$ cat src/verilog/llc_pkg.sv
package llc_pkg;

  // the full AXI ID carried by every descriptor
  localparam int unsigned IdWidth = 6;

  // only the low ID bits pick a miss counter, so several IDs can share one
  localparam int unsigned UseIdBits = 2;
  localparam int unsigned NoCounters = 2 ** UseIdBits;

  // a per-ID counter saturates at 3 outstanding misses
  localparam int unsigned MissCntWidth = 2;

  // the write counter saturates at 7 outstanding writes
  localparam int unsigned MissCntWWidth = 3;

  // entries of the miss pipeline and the pointer width that walks them
  localparam int unsigned MissFifoDepth = 8;
  localparam int unsigned MissFifoPtrWidth = $clog2(MissFifoDepth);

  typedef logic [IdWidth-1:0]       llc_id_t;
  typedef logic [MissCntWidth-1:0]  miss_cnt_t;
  typedef logic [MissCntWWidth-1:0] miss_wcnt_t;

  // one descriptor as it leaves the tag lookup
  typedef struct packed {
    llc_id_t    id;
    // 0 is a read and 1 is a write
    logic       rw;
    // set by the tag lookup when the line is not present
    logic       miss;
    // payload that only serves tracing
    logic [7:0] tag;
  } llc_desc_t;

  // one step for the miss counters, valid acts as the counter enable
  typedef struct packed {
    llc_id_t id;
    logic    rw;
    logic    valid;
  } cnt_evt_t;

endpackage
$ cat src/verilog/llc_miss_guard_top.sv
`timescale 1ns/10ps

module llc_miss_guard_top (
  input  logic               clk_i,
  input  logic               reset_i,
  // descriptors after tag lookup
  input  logic               desc_valid_i,
  input  llc_pkg::llc_desc_t desc_i,
  output logic               desc_ready_o,
  // descriptors that may bypass the miss pipeline
  output logic               hit_valid_o,
  output llc_pkg::llc_desc_t hit_o,
  input  logic               hit_ready_i,
  // descriptors draining out of the miss pipeline
  output logic               miss_valid_o,
  output llc_pkg::llc_desc_t miss_o,
  input  logic               miss_ready_i
);

  import llc_pkg::*;

  cnt_evt_t cnt_up;
  cnt_evt_t cnt_down;
  logic     to_miss;
  logic     stall;
  logic     fifo_full;
  logic     push;

  llc_desc_router u_router (
    .desc_valid_i ( desc_valid_i ),
    .desc_i       ( desc_i       ),
    .desc_ready_o ( desc_ready_o ),
    .hit_valid_o  ( hit_valid_o  ),
    .hit_o        ( hit_o        ),
    .hit_ready_i  ( hit_ready_i  ),
    .to_miss_i    ( to_miss      ),
    .stall_i      ( stall        ),
    .fifo_full_i  ( fifo_full    ),
    .push_o       ( push         ),
    .cnt_up_o     ( cnt_up       )
  );

  llc_miss_counters u_counters (
    .clk_i      ( clk_i    ),
    .reset_i    ( reset_i  ),
    .cnt_up_i   ( cnt_up   ),
    .cnt_down_i ( cnt_down ),
    .to_miss_o  ( to_miss  ),
    .stall_o    ( stall    )
  );

  // the FIFO stores the input descriptor unchanged
  llc_miss_fifo u_miss_fifo (
    .clk_i        ( clk_i        ),
    .reset_i      ( reset_i      ),
    .push_i       ( push         ),
    .push_desc_i  ( desc_i       ),
    .full_o       ( fifo_full    ),
    .miss_valid_o ( miss_valid_o ),
    .miss_o       ( miss_o       ),
    .miss_ready_i ( miss_ready_i ),
    .cnt_down_o   ( cnt_down     )
  );

endmodule

$ cat src/verilog/llc_desc_router.sv
`timescale 1ns/10ps

module llc_desc_router (
  input  logic               desc_valid_i,
  input  llc_pkg::llc_desc_t desc_i,
  output logic               desc_ready_o,
  output logic               hit_valid_o,
  output llc_pkg::llc_desc_t hit_o,
  input  logic               hit_ready_i,
  // routing hint and back-pressure from the miss counters
  input  logic               to_miss_i,
  input  logic               stall_i,
  input  logic               fifo_full_i,
  output logic               push_o,
  output llc_pkg::cnt_evt_t  cnt_up_o
);

  logic miss_bound;
  logic path_ready;

  // a real miss or an older miss of the same ID or write keeps the order
  assign miss_bound = desc_i.miss | to_miss_i;

  // the chosen path decides whether the descriptor can move this cycle
  assign path_ready = miss_bound ? ~fifo_full_i : hit_ready_i;

  // a saturated counter blocks both paths
  assign desc_ready_o = ~stall_i & path_ready;

  // hits pass straight through and leave on the accepting edge
  // the hint cannot flip while a hit waits because counts only rise on a push
  assign hit_valid_o = desc_valid_i & ~miss_bound & ~stall_i;
  assign hit_o       = desc_i;

  // push and counter increment are the same signal so they never diverge
  assign push_o = desc_valid_i & miss_bound & ~stall_i & ~fifo_full_i;

  // id and rw always travel along because the counters need them for the hint
  assign cnt_up_o.id    = desc_i.id;
  assign cnt_up_o.rw    = desc_i.rw;
  assign cnt_up_o.valid = push_o;

endmodule

$ cat src/verilog/llc_miss_fifo.sv
`timescale 1ns/10ps

module llc_miss_fifo (
  input  logic               clk_i,
  input  logic               reset_i,
  input  logic               push_i,
  input  llc_pkg::llc_desc_t push_desc_i,
  output logic               full_o,
  output logic               miss_valid_o,
  output llc_pkg::llc_desc_t miss_o,
  input  logic               miss_ready_i,
  output llc_pkg::cnt_evt_t  cnt_down_o
);

  import llc_pkg::*;

  // the fill count decides which storage entries hold live descriptors
  llc_desc_t                   mem_q [MissFifoDepth];
  logic [MissFifoPtrWidth-1:0] wr_ptr_q;
  logic [MissFifoPtrWidth-1:0] rd_ptr_q;
  logic [MissFifoPtrWidth:0]   fill_q;
  logic                        do_push;
  logic                        do_pop;

  assign full_o       = (fill_q == (MissFifoPtrWidth + 1)'(MissFifoDepth));
  assign miss_valid_o = (fill_q != '0);
  assign miss_o       = mem_q[rd_ptr_q];

  // the router only pushes while not full and a pop may share the edge
  assign do_push = push_i & ~full_o;
  assign do_pop  = miss_valid_o & miss_ready_i;

  always_ff @(posedge clk_i) begin
    if (do_push) begin
      mem_q[wr_ptr_q] <= push_desc_i;
    end
  end

  // the depth is a power of two so the pointers simply wrap
  always_ff @(posedge clk_i) begin
    if (reset_i) begin
      wr_ptr_q <= '0;
      rd_ptr_q <= '0;
      fill_q   <= '0;
    end else begin
      if (do_push) begin
        wr_ptr_q <= wr_ptr_q + 1'b1;
      end
      if (do_pop) begin
        rd_ptr_q <= rd_ptr_q + 1'b1;
      end
      if (do_push && !do_pop) begin
        fill_q <= fill_q + 1'b1;
      end else if (do_pop && !do_push) begin
        fill_q <= fill_q - 1'b1;
      end
    end
  end

  // each transfer on the miss output releases one count of its ID
  assign cnt_down_o.id    = miss_o.id;
  assign cnt_down_o.rw    = miss_o.rw;
  assign cnt_down_o.valid = do_pop;

endmodule

$ cat src/verilog/llc_miss_counters.sv
`timescale 1ns/10ps

module llc_miss_counters (
  input  logic              clk_i,
  input  logic              reset_i,
  // a descriptor enters the miss pipeline
  input  llc_pkg::cnt_evt_t cnt_up_i,
  // a descriptor leaves the miss pipeline
  input  llc_pkg::cnt_evt_t cnt_down_i,
  output logic              to_miss_o,
  output logic              stall_o
);

  import llc_pkg::*;

  // at-max flags, the top bit belongs to the write counter
  logic [NoCounters:0]                stall;
  logic [NoCounters-1:0]              en;
  logic [NoCounters-1:0]              down;
  miss_cnt_t [NoCounters-1:0]         q_miss;
  miss_wcnt_t                         q_write;
  logic                               en_w;
  logic                               down_w;
  logic                               up_w;
  logic                               dn_w;
  logic [UseIdBits-1:0]               up_sel;
  logic [UseIdBits-1:0]               dn_sel;

  assign up_sel = cnt_up_i.id[UseIdBits-1:0];
  assign dn_sel = cnt_down_i.id[UseIdBits-1:0];

  // an up and a down on the same counter cancel out and the count holds
  always_comb begin
    for (int unsigned i = 0; i < NoCounters; i++) begin
      en[i]   = (cnt_up_i.valid && (up_sel == UseIdBits'(i))) ^
                (cnt_down_i.valid && (dn_sel == UseIdBits'(i)));
      down[i] = cnt_down_i.valid && (dn_sel == UseIdBits'(i));
    end
  end

  // the write counter nets the write flags of both events in the same way
  assign up_w   = cnt_up_i.valid & cnt_up_i.rw;
  assign dn_w   = cnt_down_i.valid & cnt_down_i.rw;
  assign en_w   = up_w ^ dn_w;
  assign down_w = dn_w;

  // the hint uses the registered counts, so a pop on this edge is not seen yet
  assign to_miss_o = (q_miss[up_sel] != '0) || (cnt_up_i.rw && (q_write != '0));

  // any saturated counter holds the input until the pipeline drains
  assign stall_o = |stall;

  for (genvar j = 0; j < NoCounters; j++) begin : gen_id_cnt
    llc_updown_counter #(
      .Width    ( MissCntWidth )
    ) u_id_cnt (
      .clk_i    ( clk_i        ),
      .reset_i  ( reset_i      ),
      .en_i     ( en[j]        ),
      .down_i   ( down[j]      ),
      .q_o      ( q_miss[j]    ),
      .at_max_o ( stall[j]     )
    );
  end

  llc_updown_counter #(
    .Width    ( MissCntWWidth     )
  ) u_write_cnt (
    .clk_i    ( clk_i             ),
    .reset_i  ( reset_i           ),
    .en_i     ( en_w              ),
    .down_i   ( down_w            ),
    .q_o      ( q_write           ),
    .at_max_o ( stall[NoCounters] )
  );

endmodule

$ cat src/verilog/llc_updown_counter.sv
`timescale 1ns/10ps

module llc_updown_counter #(
  parameter int unsigned Width = 2
) (
  input  logic             clk_i,
  input  logic             reset_i,
  input  logic             en_i,
  input  logic             down_i,
  output logic [Width-1:0] q_o,
  output logic             at_max_o
);

  logic [Width-1:0] cnt_q;
  logic [Width-1:0] cnt_d;

  // the counter takes one step per enabled cycle in the direction given by down_i
  always_comb begin
    cnt_d = cnt_q;
    if (en_i) begin
      if (down_i) begin
        cnt_d = cnt_q - 1'b1;
      end else begin
        cnt_d = cnt_q + 1'b1;
      end
    end
  end

  always_ff @(posedge clk_i) begin
    if (reset_i) begin
      cnt_q <= '0;
    end else begin
      cnt_q <= cnt_d;
    end
  end

  assign q_o = cnt_q;
  // all ones means the next up step would wrap to zero
  assign at_max_o = &cnt_q;

endmodule

$ cat config.mk
export PLATFORM = sky130hd
export DESIGN_NAME = llc_miss_guard_top
export DESIGN_NICKNAME = d
export VERILOG_FILES = /design/src/verilog/llc_pkg.sv /design/src/verilog/llc_miss_guard_top.sv /design/src/verilog/llc_desc_router.sv /design/src/verilog/llc_miss_fifo.sv /design/src/verilog/llc_miss_counters.sv /design/src/verilog/llc_updown_counter.sv
export SDC_FILE = /design/constraint.sdc
export NUM_CORES = 1
export LEC_CHECK = 0
export BUFFER_PORTS_ARGS = -buffer_cell sky130_fd_sc_hd__buf_2
export CELL_PAD_IN_SITES_DETAIL_PLACEMENT = 0
export CELL_PAD_IN_SITES_GLOBAL_PLACEMENT = 1
export CORE_MARGIN = 2
export CORE_UTILIZATION = 47
export CTS_BUF_LIST = sky130_fd_sc_hd__clkbuf_4 sky130_fd_sc_hd__clkbuf_8
export DETAILED_ROUTE_END_ITERATION = 10
export MAX_ROUTING_LAYER = met4
export PLACE_DENSITY = 0.78
export RECOVER_POWER = 50
export SYNTH_ARGS = -nofsm -noshare
export SYNTH_HDL_FRONTEND = slang
export SYNTH_SLANG_ARGS = --single-unit
$ cat constraint.sdc
create_clock -name clk_i -period 3.1 [get_ports clk_i]
set_input_delay 0.31 -clock clk_i [delete_from_list [all_inputs] [get_ports clk_i]]
set_output_delay 0.31 -clock clk_i [all_outputs]
set_load 0.02 [all_outputs]
==> flow_results.org <==
** Floorplanning
- Die area :: 14700 um2
- Count of boundary I/O pins :: 56
- Measured along the y axis, the die boundary spans 121 um.
- Core area :: 13300 um2
- In this run the horizontal extent of the chip is 121 um.
- Effective utilization at floorplan :: 48.4%
- Row generation in the floorplan step produced 42 rows.

** STA
- The worst path uses 87.5% of the clock period.
- The number of hold violations in the final report came to 0.
- Setup violations, final :: 0
- The number of pins exceeding their max-slew limit in the final report was 0.
- RSZ-0062 raised after global routing :: false
- Headroom to the max-slew limit came out at 52.8%.
- Post-Route Skew :: 0.0158 ns
- Derived from the worst setup path, the maximum achievable clock frequency is 369 MHz.
- Clock period minus final worst setup slack :: 2.71 ns
- For the final routed database, the setup TNS stands at 0 ns.
- In the post-route analysis, the smallest setup slack over all paths is 0.387 ns.
- Tightest Pin Transition :: 0.708 ns

** Synthesis
- Summing the sequential cell areas from Yosys gives 67.0% of the chip area.
- Distinct cell type count of the synthesized netlist :: 51
- Number of instances in the synthesized netlist :: 384
- Synthesis produced a netlist with a net count of 411.
- After synthesis the netlist holds a flip-flop and latch count of 152.
- The cell area that synthesis handed to floorplanning was 6460 um2.
- In the synthesized netlist the dominant register cell turns out to be edfxtp_1.
- Post-synth EDFFs :: 128
- Post-Syn Area per Cell :: 16.8 um2
- Number of synthesis warnings :: 0
- Ys async rst share :: 0%

** Clock network
- Buffer levels on the longest clock path :: 2
- TritonCTS built the clock tree.
- Setup fix buffers added after clock tree synthesis :: 0
- # H-tree levels :: 4
- Post-cts repair resize count :: 0
- The clock net in this run drives a total of 152 sinks.
- Clock latency on the worst-skew pair, taken at its later pin, is 0.45 ns.
- CTS buffer count :: 17
- Clock tree synthesis selected as its root buffer the cell clkbuf_8.
- Clock-pin slew was measured on the worst setup and hold paths at 0.08 ns.
- Hold repair after CTS inserted 0 buffers.

** Final layout
- The repair_antennas step left the layout with diodes totalling 0.
- Compared with the post-synthesis result, the final layout area differs by 14.7%.
- Number of nets in the layout :: 477
- The count of cells in the finished layout, fillers not included, comes to 638.
- Number of fill cells :: 1093
- Utilization after layout :: 55.5%
- In the final layout, the share of cells above drive strength 1 is 29.4%.

** Power and ir drop
- The analysis attributes to cell leakage a power of 2.47 nW.
- Power Dens Cells :: 818 nW/um2
- Power comes to 6.06 mW.
- VDD sags by at most 0.420 mV.

** Place
- The wire-length estimate of the detail-placed layout is 7980 um.
- Placed Cells :: 607
- Routability-driven placement finished with a final weighted congestion of 0.744.
- Place WS :: 0.391 ns
- Number of input and output port buffers inserted :: 55

** GRT
- The number of global-route vias before repair was 3459.
- The number of antenna violations at the first check in global routing was 0.
- GRT Resource Usage Total :: 18.3%
- Gr ovfl total :: 0
- First-pass GRT wire length :: 18900 um
- Entering global routing, the biggest net connects 32 pins.

** Critical path
- Top fanout value on the critical path :: 15
- Element type at the critical path start :: register
- The worst setup path is of the reg -> out kind.
- Crit path capture type :: output port
- Worst path arrival time :: 2.40 ns
- Data on the critical path is required at its endpoint by 2.79 ns.

** Detailed routing
- DR vias :: 3407
- After the first detailed-routing iteration, the DRC count stood at 199.
- Antenna viol nets, final :: 0
- The first TritonRoute pass finished after 5 iterations.
- WL final :: 12000 um
- Residual DRC count :: 0
- Post-detailed-route wirelength per cell :: 18.8 um
- Detail-routed via count per cell :: 5.34

** Run
- Across the run, the number of max-cap violations was 0.

** Hold path
- In this run the worst hold path is classified as in -> reg.

** Outcome
- The flow ran to the end, and the final reports show no timing, DRC or antenna violations.
[layout by cell type (no fill, tap or decap), types with 3 or more instances in the layout]
cell        synthesis  final
buf_12              0      3
clkinvlp_4          0      3
nor2b_1             7      7
nor3_2              2      5
xor2_1              3      3
nor3_1              7      4
inv_2               3      3
nand2_1            12     12
ha_1                5      5
a31oi_1             4      4
clkbuf_8            0     17
and3_4              3      3
xnor2_1             8      8
nor2_1             25     25
mux4_2             30     30
and3_1              4      4
o21ai_0             3      3
mux2_1             10     10
bufinv_16           0      5
inv_1               7      7
buf_2               5     22
mux2_2             15     15
mux2i_1             8      8
clkbuf_1           10     38
edfxtp_1          128    128
inv_6               0      3
a21oi_1             6      6
buf_4              17     17
nand3_1             5      5
dfxtp_1            24     23
[kinds of logic after synthesis]
logic type / Yosys count / synth area share [%]
AND/OR/NAND/NOR: 84 / 7.25
buffers and inverters: 43 / 3.70
multiplexers: 64 / 16.3
AO/OA/AOI/OAI: 22 / 2.29
flip-flops: 152 / 67.0
adder cells (fa/ha/maj): 6 / 1.28
XOR/XNOR: 13 / 2.23
[final cells by class]
class	count	area, um2	area share [%]
clock buffer	17	234	3.16
sequential	152	4330	58.4
inverter	10	37.5	0.507
tap	176	220	2.97
clock inverter	14	221	2.99
timing repair buffer	80	440	5.95
multi-input combinational	189	1920	26.0
[flip-flops by register name, indices dropped and copies added (netlist names), named ones only]
signal and count:
u_miss_fifo.wr_ptr_q 3, u_miss_fifo.rd_ptr_q 3, u_counters.u_write_cnt.q_o 3, u_miss_fifo.mem_q 128
u_miss_fifo.fill_q 4, u_counters.gen_id_cnt.u_id_cnt.q_o 8
[power breakdown]
part / internal, mW / total [mW] / switching, mW
combinational: 0.837 / 1.74 / 0.900
clock: 0.961 / 1.69 / 0.733
sequential: 2.44 / 2.63 / 0.190
[worst max-delay path, cell delays in order (launching register included)]
cell and delay, ns:
dfxtp_2 0.66, buf_4 0.33, mux4_2 0.53, mux2_2 0.27, buf_2 0.16
[metrics by stage]
step	instance area (um2)	hold slack (ns)
3_5_place_dp	7010	0.484
3_3_place_gp	7010	0.472
6_report	7400	0.228
4_1_cts	7470	0.115
2_1_floorplan	6460	0.409
5_1_grt	7400	0.238
[cell usage after synthesis (all sizes together), types with 3 or more instances]
master | instances | area share, %
a21oi | 6 | 0.47
mux2i | 9 | 1.5
nor2 | 25 | 1.5
xnor2 | 8 | 1.1
xor2 | 3 | 0.41
mux2 | 25 | 4.4
edfxtp | 128 | 60
nor3 | 9 | 0.85
and3 | 7 | 0.91
nor4 | 4 | 0.62
clkbuf | 10 | 0.58
nand3 | 5 | 0.39
a31oi | 4 | 0.39
ha | 5 | 0.97
nand2 | 12 | 0.70
mux4 | 30 | 10
dfxtp | 24 | 7.4
nor2b | 7 | 0.68
buf | 23 | 2.5
inv | 10 | 0.58
o21ai | 3 | 0.23
[metal layers]
metal | wire, um | up-vias | GRT usage (%) | part of all wire [%]
met5 | 0 | - | - | 0
met4 | 126 | 0 | 7.76 | 1.0
met3 | 525 | 12 | 4.09 | 4.4
met2 | 6120 | 77 | 29.4 | 51
met1 | 5240 | 1711 | 22.5 | 44
li1 | - | 1607 | - | -
[path summary, 6_finish.rpt]
check / startpoint / endpoint / slack (ns) / cells past startpoint
setup / recovery: register / miss_o[0] / 0.39 / 4
hold / removal: desc_i[1] / u_miss_fifo.mem_q[0][1] / 0.23 / 1
setup reg to reg: u_miss_fifo.fill_q[0] / u_miss_fifo.fill_q[2] / 0.40 / 11
hold reg to reg: u_miss_fifo.rd_ptr_q[1] / u_miss_fifo.rd_ptr_q[1] / 0.50 / 2
(Power assumes the default switching activity.)
